File: src/csr_pkg.sv
// machine-mode csr definitions: widths, operation codes, addresses, reset values

package csr_pkg;

  typedef logic [31:0] word_t;
  typedef logic [11:0] csr_addr_t;
  typedef logic [4:0]  reg_idx_t;

  // funct3 field of a csr instruction, codes 0 and 4 do nothing here
  typedef logic [2:0]  csr_op_t;

  localparam csr_op_t csr_rw  = 3'd1;
  localparam csr_op_t csr_rs  = 3'd2;
  localparam csr_op_t csr_rc  = 3'd3;
  localparam csr_op_t csr_rwi = 3'd5;
  localparam csr_op_t csr_rsi = 3'd6;
  localparam csr_op_t csr_rci = 3'd7;

  localparam csr_addr_t addr_mtvec    = 12'h305;
  localparam csr_addr_t addr_mscratch = 12'h340;
  localparam csr_addr_t addr_mepc     = 12'h341;
  localparam csr_addr_t addr_mcycle   = 12'hB00;
  localparam csr_addr_t addr_mhartid  = 12'hF14;

  localparam word_t mtvec_reset  = 32'h0000_0100;
  localparam word_t hartid_value = 32'h0000_0000;

  // does this access write its register at all
  function automatic logic csr_writes(input csr_op_t op, input reg_idx_t zimm);
    logic wr;
    case (op)
      csr_rw, csr_rwi: wr = 1'b1;
      // set and clear with x0 or a zero immediate are pure reads
      csr_rs, csr_rc, csr_rsi, csr_rci: wr = (zimm != '0);
      default: wr = 1'b0;
    endcase
    return wr;
  endfunction

  // value after the write, from the old contents and the operands
  function automatic word_t csr_new_value(input word_t old, input csr_op_t op,
                                          input reg_idx_t zimm, input word_t rs1_data);
    word_t imm;
    word_t nv;
    imm = word_t'(zimm);
    case (op)
      csr_rw:  nv = rs1_data;
      csr_rs:  nv = old | rs1_data;
      csr_rc:  nv = old & ~rs1_data;
      csr_rwi: nv = imm;
      csr_rsi: nv = old | imm;
      csr_rci: nv = old & ~imm;
      default: nv = old;
    endcase
    return nv;
  endfunction

endpackage

File: src/csr_access_if.sv
// csr access bundle, carries one instruction access per cycle to the registers
`timescale 1ns/1ps

interface csr_access_if;

  logic               enable;
  csr_pkg::csr_addr_t addr;
  csr_pkg::csr_op_t   op;
  // rs1 field, doubles as the zero-extended immediate
  csr_pkg::reg_idx_t  zimm;
  csr_pkg::word_t     rs1_data;

  // driving side, the csr file
  modport file (
    output enable,
    output addr,
    output op,
    output zimm,
    output rs1_data
  );

  // every register only listens
  modport register (
    input enable,
    input addr,
    input op,
    input zimm,
    input rs1_data
  );

endinterface

File: src/csr_reg.sv
// generic csr with address match, operation decode and an external write port
`timescale 1ns/1ps

module csr_reg #(
  parameter csr_pkg::csr_addr_t Addr       = '0,
  parameter csr_pkg::word_t     ResetValue = '0,
  parameter bit                 Writable   = 1'b1
) (
  input  logic                  clk,
  input  logic                  reset,
  csr_access_if.register        acc,
  input  logic                  ext_write,
  input  csr_pkg::word_t        ext_data,
  output csr_pkg::word_t        rd
);

  csr_pkg::word_t data;
  csr_pkg::word_t sw_value;
  logic           hit;
  logic           sw_write;

  // address decode, reads do not depend on enable
  assign hit = (acc.addr == Addr);

  // software write only when addressed, enabled and not a pure read
  always_comb begin
    sw_write = 1'b0;
    if (Writable && acc.enable && hit) begin
      sw_write = csr_pkg::csr_writes(acc.op, acc.zimm);
    end
  end

  assign sw_value = csr_pkg::csr_new_value(data, acc.op, acc.zimm, acc.rs1_data);

  always_ff @(posedge clk) begin
    if (reset) begin
      data <= ResetValue;
    end else if (ext_write) begin
      // hardware side effect, e.g. trap entry, beats software
      data <= ext_data;
    end else if (sw_write) begin
      data <= sw_value;
    end
  end

  // old contents when addressed, zero otherwise so the file can OR them
  assign rd = hit ? data : '0;

endmodule

File: src/csr_counter.sv
// mcycle csr, free-running cycle counter that software may overwrite
`timescale 1ns/1ps

module csr_counter #(
  parameter csr_pkg::csr_addr_t Addr = csr_pkg::addr_mcycle
) (
  input  logic           clk,
  input  logic           reset,
  csr_access_if.register acc,
  output csr_pkg::word_t rd
);

  csr_pkg::word_t count;
  csr_pkg::word_t sw_value;
  logic           hit;
  logic           sw_write;

  assign hit = (acc.addr == Addr);

  always_comb begin
    sw_write = 1'b0;
    if (acc.enable && hit) begin
      sw_write = csr_pkg::csr_writes(acc.op, acc.zimm);
    end
  end

  // set and clear act on the count seen this cycle
  assign sw_value = csr_pkg::csr_new_value(count, acc.op, acc.zimm, acc.rs1_data);

  always_ff @(posedge clk) begin
    if (reset) begin
      count <= '0;
    end else if (sw_write) begin
      // written value replaces this cycle's increment
      count <= sw_value;
    end else begin
      // wraps to zero past the top
      count <= count + 32'd1;
    end
  end

  assign rd = hit ? count : '0;

endmodule

File: src/csr_file.sv
// machine-mode csr file, joins the registers, merges read data, flags illegal accesses
`timescale 1ns/1ps

module csr_file (
  input  logic               clk,
  input  logic               reset,
  input  logic               csr_enable,
  input  csr_pkg::csr_addr_t csr_addr,
  input  csr_pkg::csr_op_t   csr_op,
  input  csr_pkg::reg_idx_t  csr_zimm,
  input  csr_pkg::word_t     rs1_data,
  input  logic               trap,
  input  csr_pkg::word_t     trap_pc,
  output csr_pkg::word_t     rd_data,
  output logic               illegal
);

  csr_pkg::word_t rd_mtvec;
  csr_pkg::word_t rd_mscratch;
  csr_pkg::word_t rd_mepc;
  csr_pkg::word_t rd_mcycle;
  csr_pkg::word_t rd_mhartid;
  logic           mapped;
  logic           hartid_write;

  csr_access_if acc ();

  assign acc.enable   = csr_enable;
  assign acc.addr     = csr_addr;
  assign acc.op       = csr_op;
  assign acc.zimm     = csr_zimm;
  assign acc.rs1_data = rs1_data;

  csr_reg #(
    .Addr       (csr_pkg::addr_mtvec),
    .ResetValue (csr_pkg::mtvec_reset),
    .Writable   (1'b1)
  ) mtvec_inst (
    .clk       (clk),
    .reset     (reset),
    .acc       (acc),
    .ext_write (1'b0),
    .ext_data  (trap_pc),
    .rd        (rd_mtvec)
  );

  csr_reg #(
    .Addr       (csr_pkg::addr_mscratch),
    .ResetValue ('0),
    .Writable   (1'b1)
  ) mscratch_inst (
    .clk       (clk),
    .reset     (reset),
    .acc       (acc),
    .ext_write (1'b0),
    .ext_data  (trap_pc),
    .rd        (rd_mscratch)
  );

  // trap entry saves the faulting pc
  csr_reg #(
    .Addr       (csr_pkg::addr_mepc),
    .ResetValue ('0),
    .Writable   (1'b1)
  ) mepc_inst (
    .clk       (clk),
    .reset     (reset),
    .acc       (acc),
    .ext_write (trap),
    .ext_data  (trap_pc),
    .rd        (rd_mepc)
  );

  // read-only hart id
  csr_reg #(
    .Addr       (csr_pkg::addr_mhartid),
    .ResetValue (csr_pkg::hartid_value),
    .Writable   (1'b0)
  ) mhartid_inst (
    .clk       (clk),
    .reset     (reset),
    .acc       (acc),
    .ext_write (1'b0),
    .ext_data  (trap_pc),
    .rd        (rd_mhartid)
  );

  csr_counter #(
    .Addr (csr_pkg::addr_mcycle)
  ) mcycle_inst (
    .clk   (clk),
    .reset (reset),
    .acc   (acc),
    .rd    (rd_mcycle)
  );

  // at most one register is addressed, the rest return zero
  assign rd_data = rd_mtvec | rd_mscratch | rd_mepc | rd_mcycle | rd_mhartid;

  always_comb begin
    case (csr_addr)
      csr_pkg::addr_mtvec,
      csr_pkg::addr_mscratch,
      csr_pkg::addr_mepc,
      csr_pkg::addr_mcycle,
      csr_pkg::addr_mhartid: mapped = 1'b1;
      default:               mapped = 1'b0;
    endcase
  end

  // a set or clear with zero zimm on mhartid is a legal read
  assign hartid_write = (csr_addr == csr_pkg::addr_mhartid) &&
                        csr_pkg::csr_writes(csr_op, csr_zimm);

  assign illegal = csr_enable && (!mapped || hartid_write);

endmodule

File: config.mk
export PLATFORM = sky130hd
export DESIGN_NAME = csr_file
export DESIGN_NICKNAME = d
export VERILOG_FILES = /design/src/csr_pkg.sv /design/src/csr_access_if.sv /design/src/csr_reg.sv /design/src/csr_counter.sv /design/src/csr_file.sv
export SDC_FILE = /design/constraint.sdc
export NUM_CORES = 1
export LEC_CHECK = 0
export ABC_CLOCK_PERIOD_IN_PS = 2800
export BUFFER_PORTS_ARGS = -buffer_cell sky130_fd_sc_hd__buf_2
export CORE_MARGIN = 1.5
export CORE_UTILIZATION = 23
export CTS_CLUSTER_SIZE = 8
export DETAILED_ROUTE_END_ITERATION = 8
export SYNTH_ARGS = -nofsm -noshare
export SYNTH_HDL_FRONTEND = slang
export SYNTH_HIERARCHICAL = 1
export SYNTH_SLANG_ARGS = --single-unit
File: constraint.sdc
create_clock -name clk -period 2.8 [get_ports clk]
set_input_delay 0.28 -clock clk [delete_from_list [all_inputs] [get_ports clk]]
set_output_delay 0.28 -clock clk [all_outputs]
set_load 0.02 [all_outputs]
Word-level counts from Yosys, hierarchy flattened:

Cells that the tools add are included.
W data, S select, Z words.

* memories: 0
* bits of input ports: 88
* memory bits (writable): 0
* word-level logic and storage cells: 73
* ROM bits: 0
* output and inout bits: 33
* bits in registers: 128
* bits in latches: 0

* bitwise operators: 21
* magnitude comparators: 0
* equal/unequal tests: 12
* reductions and logical operators: 18
* $mul: 0
* shifts and indexed selects: 0
* divide/modulo/power cells: 0
* mux-type cells: 17
* add/sub/neg operators: 1

Operators with widths (count)
* $pmux W32 S6: 4
* $and A32 B32 Y32: 8
* $mux W32: 7
* $or A32 B32 Y32: 7
* $or A32 B5 Y32: 4
* $eq A12 B10 Y1 const B: 3
* $add A32 B1 Y32 const B: 1
* $not A32 Y32: 1
* $not A5 Y32: 1
* $eq A12 B12 Y1 const B: 2
* $eq A3 B3 Y1 const B: 3
* $ne A7 B7 Y1 const B: 1
* $reduce_bool A7 Y1: 1
* $eq A3 B2 Y1 const B: 2
* $logic_and A1 B1 Y1: 6
* $reduce_and A2 Y1: 3
* $reduce_bool A6 Y1: 1
* $mux W1: 5
* $reduce_bool A5 Y1: 1
* $reduce_or A5 Y1: 1
* $reduce_or A4 Y1: 1
* $eq A3 B1 Y1 const B: 1
* $pmux W1 S2: 1
* $reduce_bool A2 Y1: 1
* 3 further kinds: 3

Depth between registers and ports, before layout:

Gate-level depths: netlist of the first run.

* depth in word-level cells: 6
* depth in mapped cells: 8
* depth with buffers taken out: 6

Cells and area by module:

Netlist of the first run, hierarchy kept.

By module, submodules not included
* csr_counter: cells an instance 393, instances 1, area each 2992.9 sq um, seq. area each 640.6 sq um
* csr_reg (mepc_inst): cells an instance 366, instances 1, area each 2758.9 sq um, seq. area each 640.6 sq um
* csr_reg (mscratch_inst): cells an instance 366, instances 1, area each 2756.4 sq um, seq. area each 640.6 sq um
* csr_reg (mtvec_inst): cells an instance 358, instances 1, area each 2618.8 sq um, seq. area each 640.6 sq um
* csr_reg (mhartid_inst): cells an instance 181, instances 1, area each 1744.2 sq um, seq. area each 640.6 sq um
* csr_file: cells an instance 111, instances 1, area each 519.2 sq um, seq. area each 0.0 sq um

Worst setup path before layout of the first run:

OpenSTA, ideal clock, no wires.

* path type: input to output
* from: in csr_addr[2]
* to: out rd_data[4]
* data required time: 2.520 ns
* buffers on the path: 2
* path slack: 0.869 ns
* arrival: 1.651 ns
* cell stages on the path: 7
* cells stage by stage: nor4_1 and3_1 clkbuf_1 clkbuf_1 and2_2 nor2_1 nand2_1

* elaborated cells on any way between the ends: 11
* classes of those cells: eq/ne: 4; mux: 4; bitwise: 3

RTL lines
* from (decl): line csr_file.sv:8 `input csr_pkg::csr_addr_t csr_addr,`
* $eq A12 B12 Y1: line csr_counter.sv:18 `assign hit = (acc.addr == Addr);`
* $mux W32: line csr_counter.sv:42 `assign rd = hit ? count : '0;`
* named net rd_mcycle[4]: line csr_file.sv:21 `csr_pkg::word_t rd_mcycle;`
* $or A32 B32 Y32: line csr_file.sv:98 `assign rd_data = rd_mtvec | rd_mscratch | rd_mepc | rd_mcycle | rd_mhartid;`
* to (decl): line csr_file.sv:14 `output csr_pkg::word_t rd_data,`

The timed path passes the listed nets, and every way through them passes these cells.

Final worst setup path of the first run:

* from: in csr_addr[6]
* to: out rd_data[3]

* longest elaborated chain between the ends: 5
* elaborated cells on any way between the ends: 11
* classes of those cells: eq/ne: 4; mux: 4; bitwise: 3

RTL lines
* $eq A12 B10 Y1: line csr_reg.sv:23 `assign hit = (acc.addr == Addr);`
* $mux W32: line csr_reg.sv:47 `assign rd = hit ? data : '0;`
* $or A32 B32 Y32 (2 in series): line csr_file.sv:98
* $or A32 B32 Y32 *: line csr_file.sv:98

Mark *: on every way between the ends. The rest lies on a longest branch, timed or not.

==> reports/results.tsv, run 1 <==
stage	metric	value	unit
logic_synthesis	Post-Syn Area	13400	um2
global_route	total grt overflow	0	
logic_synthesis	Area contributors post-synth	dfxtp_1 24%, nand2_1 7.6%, and2_1 5.7%	
cts	Root Buffer	clkbuf_16	
logic_synthesis	sequential fraction of the synthesis area	0.239	
cells_and_area	commonest non-fill, non-tap cells in the layout	270 x nand2_1, 160 x dfxtp_1, 121 x and2_1	
cells_and_area	commonest non-fill, non-tap cell in the layout	nand2_1	
critical_path	Worst EP required	2.52	ns
floorplanning	Core ar.	57600	um2
place	hpwl dp	37300	um
critical_path	kind of end point of the critical path	primary output	
logic_synthesis	ys flop type	dfxtp_1	
cells_and_area	final net count	1911	
worst_hold_path	HP Class	primary input to flop	
cells_and_area	fillers	6188	
route	residual DRC count	0	
timing	Final Max Tran Viols	0	
logic_synthesis	Synth area leader	dfxtp_1	
timing	Slew HR	0.0980	
timing	Final min period	2.36	ns
route	Routed Antenna Nets	0	
timing	post-route setup TNS	0	ns
cts	Hold-fix buffers, CTS	0	
global_route	initial antenna violation count	9	
flow_run	MaxCap Viol Count	0	
timing	actual slew at the worst max-slew pin	1.35	ns
cts	cts repair resizes	0	
cells_and_area	final cell count without fillers	2607	
route	Detailed Routing Iterations Pass 1	8	
route	post-DR wirelength/cell	21.1	um
logic_synthesis	unique cell type count in the Yosys netlist	96	
timing	RSZ-0062 raised after global routing	no	
global_route	Overall Global Routing Usage	0.181	
floorplanning	# rows	88	
floorplanning	Die Y	244	um
global_route	first-pass GRT wire length	84100	um
place	port bufs	120	
global_route	vias in the first global route	13871	
cts	clk_lat worst skew	0.46	ns
logic_synthesis	Post-synth EDFFs	0	
timing	Tcrit/Tclk final	0.843	
power_and_ir_drop	P per Cell Area	397	nW/um2
place	placed insts	2568	
critical_path	CP Max Fanout	19	
cells_and_area	Syn-to-layout area delta	15.1	%
power_and_ir_drop	total power	6.11	mW
run_status	status	finished clean	
global_route	pin count of the biggest net entering global routing	113	
critical_path	Worst Path Class, Setup	primary input to primary output	
floorplanning	Starting Density	0.233	
cts	CTS buffer count	17	
cells_and_area	share of layout cells above drive strength 1	0.195	
critical_path	crit start category	primary input	
timing	endpoints failing hold	0	
critical_path	CP arrival	2.08	ns
logic_synthesis	Synth Register Bits	160	
logic_synthesis	Async SR Flop Fraction	0	
timing	Setup Viol. Count Final	0	
floorplanning	I/O pin count	121	
timing	fmax	424	MHz
floorplanning	DIE AREA	59700	um2
cts	Clock Pin Slew Worst Setup and Hold Paths	0.09	ns
route	drt via density	5.48	
logic_synthesis	Gate Count Post-Synth	1775	
place	GP Congestion	0.870	
place	DP Worst Slack	0.418	ns
cts	Max clock buf depth	2	
route	starting DRC count in detailed routing	1208	
timing	clk_skew	0.0115	ns
cts	Setup Buffers After CTS	0	
floorplanning	Die Wd	244	um
logic_synthesis	top-area cell type share of the netlist area	0.239	
power_and_ir_drop	leakage power	5.81	nW
logic_synthesis	syn avg cell area	7.54	um2
power_and_ir_drop	Worst IR Drop VDD	432	uV
cts	htree depth	4	
timing	Hold Slack	0.157	ns
timing	PnR worst setup slack	0.441	ns
cts	TritonCTS clock tree	built	
route	via count	14278	
cts	Num Clock Sinks	160	
route	drt total wl	55000	um
logic_synthesis	synth warn	6	
==> layer usage <==
metal  share of wire  vias up  wire length [um]  track usage
met1            0.42     6896             23300        0.232
li1                -     6532                 -            -
met3           0.076      160              4180       0.0361
met5         0.00062        -                34            0
met4           0.040        6              2210       0.0837
met2            0.46      684             25300        0.292
==> registers in the layout, summed over array words and instances (netlist names) <==
name and flops:
mtvec_inst/data 32, mcycle_inst/count 32, mhartid_inst/data 32, mepc_inst/data 32, mscratch_inst/data 32
==> cell families (layout without fill, tap and decap cells) <==
family / count (synthesis) / after routing / synth area share
adders and majority gates: 3 / 3 / 0.00243
xor gates and xnor gates: 21 / 21 / 0.0137
other: 1 / 16 / 0.000280
buffers and inverters: 271 / 323 / 0.0928
and+or+nand+nor: 833 / 833 / 0.346
muxes: 62 / 62 / 0.0465
DFF: 160 / 160 / 0.239
AOI/OAI and AO/OA: 424 / 424 / 0.259
==> worst max-delay path: stages <==
cell and delay, ns:
buf_2 0.17, nand4bb_4 0.57, buf_12 0.37, nor4_2 0.23
nor2_1 0.10, nand2_1 0.16, buf_2 0.20
==> layout make-up <==
type | instances | area [um2] | share of cell area
diodes | 7 | 17.5 | 0.00114
repair buffers | 187 | 1250 | 0.0810
well taps | 765 | 957 | 0.0621
clock buffers | 17 | 425 | 0.0276
flip-flops and latches | 160 | 3200 | 0.208
inverters | 104 | 390 | 0.0253
clock inverters | 15 | 163 | 0.0106
multi-input cells | 1352 | 9000 | 0.584
==> cells in the mapped netlist, types with 18 or more instances <==
| cell type | number |
|---|---|
| nor4_2 | 29 |
| mux2i_1 | 60 |
| buf_6 | 18 |
| o221ai_1 | 45 |
| nand3_1 | 43 |
| buf_2 | 31 |
| dfxtp_1 | 160 |
| nor2_1 | 120 |
| o22ai_1 | 83 |
| inv_1 | 104 |
| nand2_1 | 270 |
| and2_1 | 121 |
| nor2b_1 | 23 |
| nor3_1 | 43 |
| a21oi_1 | 44 |
| o221ai_2 | 40 |
| clkbuf_1 | 102 |
| or3b_2 | 26 |
| nand2b_1 | 64 |
| a211oi_1 | 42 |
| o2111ai_1 | 54 |
==> path summary, 6_finish.rpt <==
kind	start	end	slack, ns	cells after the start
worst max-delay path	csr_addr[6]	rd_data[3]	0.44	7
worst min-delay path	trap_pc[11]	mepc_inst/data[11]$_SDFFE_PP0P_	0.16	3
worst max register to register	mcycle_inst/count[2]$_SDFFE_PP0P_	mcycle_inst/count[27]$_SDFFE_PP0P_	0.67	5
worst min register to register	mtvec_inst/data[3]$_SDFFE_PP0P_	mtvec_inst/data[3]$_SDFFE_PP0P_	0.47	2
==> report_power, final <==
part / switching, mW / internal [mW]
Clock: 1.22 / 1.20
Sequential: 0.0793 / 2.39
Combinational: 0.788 / 0.432
==> stage by stage <==
stage,util,area (um2)
6_report,0.268,15400
5_1_grt,0.267,15400
4_1_cts,0.267,15400
3_5_place_dp,0.257,14800
3_3_place_gp,0.257,14800
2_1_floorplan,-,13400
(Power assumes the default switching activity.)
==> run 2: changes to the inputs <==
Settings changed: ABC_AREA set to 1, ABC_CLOCK_PERIOD_IN_PS 2800 to 2000.
Clock period 2.8 ns to 2 ns, I/O delays scaled along.
==> run 2 against run 1 <==
  * Critical path type is now flop to primary output
  * Register-to-register slack got worse by 0.46 ns
  * Critical endpoint is now rd_data[27]
  * Clock power up 42%
  * Highest routed layer unchanged
  * Sequential power rose by 40%
  * Setup slack got worse by 0.36 ns
  * Clock skew grew 0.0018 ns
  * Count of clock-buffer cells in the layout rose by 2
  * Combinational power increased by 61%
  * Via count rose by 14%
  * Final area grew 5.4%
  * Sequential cell count is the same
  * Critical path depth is 2 lower
  * Worst hold slack got worse by 0.043 ns
==> reports/results.tsv, run 2 <==
stage	metric	value	unit
cts	CTS buffer count	17	
timing	endpoints failing hold	0	
cts	clk_lat worst skew	0.46	ns
power_and_ir_drop	Worst IR Drop VDD	501	uV
cells_and_area	commonest non-fill, non-tap cell in the layout	nand2_1	
floorplanning	Core ar.	60200	um2
route	starting DRC count in detailed routing	1367	
cts	Root Buffer	clkbuf_16	
global_route	pin count of the biggest net entering global routing	65	
floorplanning	I/O pin count	121	
global_route	first-pass GRT wire length	88500	um
cts	cts repair resizes	0	
logic_synthesis	Async SR Flop Fraction	0	
flow_run	MaxCap Viol Count	0	
power_and_ir_drop	P per Cell Area	544	nW/um2
timing	Tcrit/Tclk final	0.959	
worst_hold_path	HP Class	primary input to flop	
floorplanning	# rows	90	
route	post-DR wirelength/cell	16.2	um
cts	TritonCTS clock tree	built	
critical_path	max incr delay on CP	0.48	ns
critical_path	WP buf/inv	2	
floorplanning	DIE AREA	62200	um2
logic_synthesis	most common cell in the netlist	nand2_1	
floorplanning	Die Wd	249	um
place	hpwl dp	40500	um
cells_and_area	commonest non-fill, non-tap cells in the layout	754 x nand2_1, 521 x nor2_1, 336 x inv_1	
cts	htree depth	4	
logic_synthesis	unique cell type count in the Yosys netlist	41	
place	GP Congestion	0.956	
place	port bufs	120	
power_and_ir_drop	Clk network pwr share	0.388	
power_and_ir_drop	leakage power	7.91	nW
critical_path	CP max-delay cell	dfxtp_1	
cells_and_area	share of layout cells above drive strength 1	0.125	
logic_synthesis	Synth area leader	dfxtp_1	
critical_path	reg2reg start	mcycle_inst/count[1]$_SDFFE_PP0P_	
cells_and_area	Layout Utilization	0.269	
timing	Final min period	1.92	ns
power_and_ir_drop	total internal power	5.89	mW
cells_and_area	Syn-to-layout area delta	16.2	%
cells_and_area	final net count	2800	
cts	Setup Buffers After CTS	0	
floorplanning	Die Y	249	um
critical_path	kind of end point of the critical path	primary output	
timing	clk_skew	0.0134	ns
power_and_ir_drop	Flop pwr share	0.391	
timing	Setup Viol. Count Final	0	
cts	Hold-fix buffers, CTS	0	
critical_path	crit path cell chain	inv_1 -> nor2_1 -> nor3_1 -> nand2_1 -> buf_2	
floorplanning	Starting Density	0.232	
route	residual DRC count	0	
global_route	initial antenna violation count	4	
timing	RSZ-0062 raised after global routing	no	
power_and_ir_drop	Logic pwr share	0.221	
route	drt total wl	56700	um
logic_synthesis	Area contributors post-synth	dfxtp_1 23%, nand2_1 20%, nor2_1 14%	
timing	post-route setup TNS	0	ns
global_route	total grt overflow	0	
logic_synthesis	Post-Syn Area	14000	um2
timing	Slew HR	0.487	
logic_synthesis	synth warn	6	
power_and_ir_drop	Net Sw Power	2.94	mW
critical_path	CP Max Fanout	7	
timing	actual slew at the worst max-slew pin	0.769	ns
route	via count	16275	
timing	fmax	521	MHz
logic_synthesis	Synth Register Bits	160	
logic_synthesis	Post-synth EDFFs	0	
logic_synthesis	ys flop type	dfxtp_1	
logic_synthesis	top-area cell type share of the netlist area	0.229	
global_route	Overall Global Routing Usage	0.182	
worst_hold_path	min-delay src	trap_pc[18]	
logic_synthesis	top cells by count, synth	754 x nand2_1, 521 x nor2_1, 336 x inv_1	
timing	Final Max Tran Viols	0	
cells_and_area	fillers	6901	
critical_path	Worst EP required	1.80	ns
cts	Clock Pin Slew Worst Setup and Hold Paths	0.07	ns
critical_path	Worst Path Class, Setup	flop to primary output	
cts	Num Clock Sinks	160	
route	Routed Antenna Nets	0	
logic_synthesis	Gate Count Post-Synth	2614	
route	Detailed Routing Iterations Pass 1	6	
critical_path	Worst setup startpoint	mcycle_inst/count[27]$_SDFFE_PP0P_	
critical_path	CP arrival	1.72	ns
run_status	status	finished clean	
power_and_ir_drop	sw frac	0.333	
global_route	vias in the first global route	15143	
logic_synthesis	syn avg cell area	5.34	um2
cts	Max clock buf depth	2	
critical_path	crit start category	flop	
route	drt via density	4.64	
logic_synthesis	sequential fraction of the synthesis area	0.229	
critical_path	cell family with most CP delay	flip-flops	
[run 2: power groups by stage]
stage	combinational, mW	clock [mW]	sequential, mW
floorplan	1.26	0	3.50
global placement	1.88	0	3.52
detailed placement	1.89	0	3.52
CTS	1.90	3.49	3.45
global route	2.20	3.58	3.47
finish	1.96	3.43	3.45
[run 2: layout make-up]
| cell class | instances | area (um2) | area share |
|---|---|---|---|
| inverters | 358 | 1350 | 0.0829 |
| flip-flops and latches | 160 | 3200 | 0.197 |
| clock buffers | 19 | 453 | 0.0279 |
| repair buffers | 188 | 1320 | 0.0815 |
| clock inverters | 12 | 138 | 0.00848 |
| diodes | 1 | 2.50 | 0.000154 |
| multi-input cells | 1986 | 8790 | 0.541 |
| well taps | 782 | 978 | 0.0603 |
[run 2: cell families (layout without fill, tap and decap cells)]
kind of cell | count (synthesis) | count (layout) | synth area share
other | 1 | 8 | 0.000268
AND/OR/NAND/NOR | 1684 | 1684 | 0.512
flip-flops | 160 | 160 | 0.229
XOR/XNOR | 9 | 9 | 0.00564
adder cells (fa/ha/maj) | 1 | 1 | 0.000895
buffers and inverters | 474 | 577 | 0.143
AO/OA/AOI/OAI | 285 | 285 | 0.109
[run 2: through the flow]
step / cell area, um2 / std cells / setup slack (ns) / hold WS (ns) / power (mW)
after floorplan: 14000 / 2620 / 0.472 / 0.269 / 4.77
after global placement: 15600 / 3474 / 0.0618 / 0.443 / 5.40
after detailed placement: 15600 / 3474 / 0.0584 / 0.448 / 5.41
after CTS: 16200 / 3505 / 0.0933 / 0.0899 / 8.84
after global routing: 16200 / 3505 / 0.0111 / 0.147 / 9.25
final: 16200 / 3506 / 0.0814 / 0.114 / 8.83
[run 2: path summary, 6_finish.rpt]
path	end	slack (ns)	cells after the start
worst min register to register	mtvec_inst/data[8]$_SDFFE_PP1P_	0.46	2
worst min-delay path	mepc_inst/data[18]$_SDFFE_PP0P_	0.11	5
worst max register to register	mcycle_inst/count[24]$_SDFFE_PP0P_	0.21	12
worst max-delay path	rd_data[27]	0.08	5
[run 2: routing by layer]
layer,vias to the layer above,wire length [um],GRT usage
met5,-,13,0
met4,2,1800,0.0735
met3,92,3590,0.0251
met2,564,26300,0.300
met1,7355,25000,0.237
li1,8262,-,-
[run 2: tightest hold or removal path, cell delays in order]
cell,delay (ns)
buf_2,0.12
nand2_1,0.06
nand2_1,0.06
nor2_1,0.04
nor2_1,0.07
==> run 3: changes to the inputs <==
Settings changed: CORE_MARGIN 1.5 to not set, GPL_TIMING_DRIVEN set to 0, MAX_ROUTING_LAYER set to met4.
==> run 3 against run 2 <==
  * Sequential share of layout area fell by 0.13 points
  * Via count rose by 2.6%
  * Highest routed layer is now met4
  * Clock skew barely moved
  * Total power rose by 3.2%
  * Combinational power rose by 2%
  * Sequential cell count did not move
==> reports/results.tsv, run 3 (synthesis results as in run 2) <==
stage	metric	value	unit
global_route	initial antenna violation count	1	
critical_path	Worst EP required	1.80	ns
cells_and_area	footprint of the multi-input gates	8880	um2
timing	actual slew at the worst max-slew pin	0.755	ns
cells_and_area	final net count	2848	
cts	TritonCTS clock tree	built	
route	Detailed Routing Iterations Pass 1	5	
global_route	total grt overflow	0	
cts	Hold-fix buffers, CTS	0	
floorplanning	Die Y	248	um
cts	clk_lat worst skew	0.49	ns
floorplanning	Starting Density	0.235	
timing	clk_skew	0.0137	ns
global_route	vias in the first global route	14926	
timing	Tcrit/Tclk final	0.984	
cts	CTS buffer count	17	
floorplanning	I/O pin count	121	
route	residual DRC count	0	
timing	Final min period	1.97	ns
place	DP Worst Slack	-0.368	ns
floorplanning	Die Wd	248	um
critical_path	max incr delay on CP	0.27	ns
route	starting DRC count in detailed routing	1434	
cts	Clock Pin Slew Worst Setup and Hold Paths	0.07	ns
route	drt total wl	61600	um
critical_path	Worst Path Class, Setup	primary input to primary output	
cts	Max clock buf depth	2	
floorplanning	# rows	89	
power_and_ir_drop	leakage power	7.94	nW
route	post-DR wirelength/cell	17.4	um
power_and_ir_drop	P per Cell Area	558	nW/um2
critical_path	crit path cell chain	buf_2 -> inv_1 -> nand4_1 -> nand3b_1 -> buf_12 -> buf_2 -> nor2_1 -> nor2_1 -> nand2_1 -> buf_2	
cts	Root Buffer	clkbuf_16	
cells_and_area	share of layout cells above drive strength 1	0.131	
flow_run	MaxCap Viol Count	0	
timing	Setup Viol. Count Final	0	
cts	htree depth	4	
cells_and_area	Syn-to-layout area delta	17.0	%
route	DR WL met3	4300	um
place	hpwl dp	47400	um
route	via count	16705	
timing	fmax	508	MHz
timing	Slew HR	0.497	
floorplanning	Core ar.	59500	um2
critical_path	kind of end point of the critical path	primary output	
run_status	status	finished clean	
global_route	pin count of the biggest net entering global routing	22	
worst_hold_path	HP Class	primary input to flop	
timing	endpoints failing hold	0	
critical_path	CP Max Fanout	10	
critical_path	CP dominant cell by count	buf_2	
timing	PnR worst setup slack	0.0321	ns
critical_path	crit start category	primary input	
route	Top Layer Used	met4	
route	Routed Antenna Nets	0	
cells_and_area	commonest non-fill, non-tap cells in the layout	752 x nand2_1, 514 x nor2_1, 336 x inv_1	
cells_and_area	commonest non-fill, non-tap cell in the layout	nand2_1	
place	GP Congestion	0.999	
route	M1 wire length	27100	um
global_route	first-pass GRT wire length	92100	um
cells_and_area	fillers	6967	
timing	Hold Slack	0.106	ns
timing	Final Max Tran Viols	0	
critical_path	WP buf/inv	5	
route	met2 wire len	28500	um
floorplanning	DIE AREA	61700	um2
cells_and_area	register area	3200	um2
place	port bufs	119	
critical_path	CP arrival	1.77	ns
critical_path	CP max-delay cell	buf_2	
route	drt via density	4.71	
cts	Num Clock Sinks	160	
global_route	Overall Global Routing Usage	0.202	
power_and_ir_drop	Worst IR Drop VDD	629	uV
critical_path	cell family with most CP delay	buffers and inverters	
-- run 3: changes by cell type in the layout (fill, tap and decap cells not counted), sizes merged --
cell	before	now
buf	188	193
bufinv	2	3
clkbuf	19	63
clkinv	8	4
clkinvlp	2	3
inv	358	360
-- run 3: final cells by class --
| class | count | share of cell area |
|---|---|---|
| antenna | 1 | 0.000153 |
| buffer | 116 | 0.0428 |
| inverter | 358 | 0.0824 |
| multi-input combinational | 1986 | 0.543 |
| timing repair buffer | 120 | 0.0384 |
| tap | 773 | 0.0592 |
| sequential | 160 | 0.196 |
| clock inverter | 12 | 0.00942 |
| clock buffer | 20 | 0.0286 |
-- run 3: path summary, 6_finish.rpt --
| check | start | to | cells past startpoint | slack (ns) |
|---|---|---|---|---|
| setup / recovery | csr_addr[3] | rd_data[29] | 10 | 0.03 |
| hold / removal | trap_pc[19] | mepc_inst/data[19]$_SDFFE_PP0P_ | 5 | 0.11 |
| hold reg to reg | mhartid_inst/data[31]$_SDFFE_PP0P_ | mhartid_inst/data[31]$_SDFFE_PP0P_ | 2 | 0.48 |
| setup reg to reg | mcycle_inst/count[1]$_SDFFE_PP0P_ | mcycle_inst/count[16]$_SDFFE_PP0P_ | 10 | 0.17 |
-- run 3: power breakdown --
group	internal [mW]	switching (mW)	total [mW]	leakage, nW
combinational	0.601	1.40	2.00	6.32
clock	2.06	1.60	3.66	0.299
sequential	3.38	0.0782	3.45	1.32
-- run 3: routing by layer --
layer | vias to the layer above | GRT usage
li1 | 8361 | -
met1 | 7631 | 0.259
met2 | 637 | 0.322
met3 | 76 | 0.0275
met4 | 0 | 0.0720
met5 | - | -
-- run 3: worst min-delay path, stage by stage --
cell     delay (ns)
buf_2          0.13
nand2_1        0.06
nand2_1        0.06
nor2_1         0.04
nor2_1         0.06
-- run 3: timing repair --
action / 4_1_cts / 5_1_grt
pin swaps: 1 / 2
gates resized for setup: 29 / 26
setup buffers: 1 / 0
endpoints found under the setup margin: 30 / 36
cloned: 0 / 0
-- run 3: metrics by stage --
step	cells	utilization	instance area (um2)	power, mW	setup TNS (ns)
floorplan	2620	-	14000	4.77	0
global placement	3512	0.262	15600	5.41	-12.15
detailed placement	3512	0.262	15600	5.42	-12.38
CTS	3545	0.274	16300	9.06	-0.0695
global route	3546	0.275	16300	9.50	-0.000259
finish	3546	0.275	16300	9.12	0
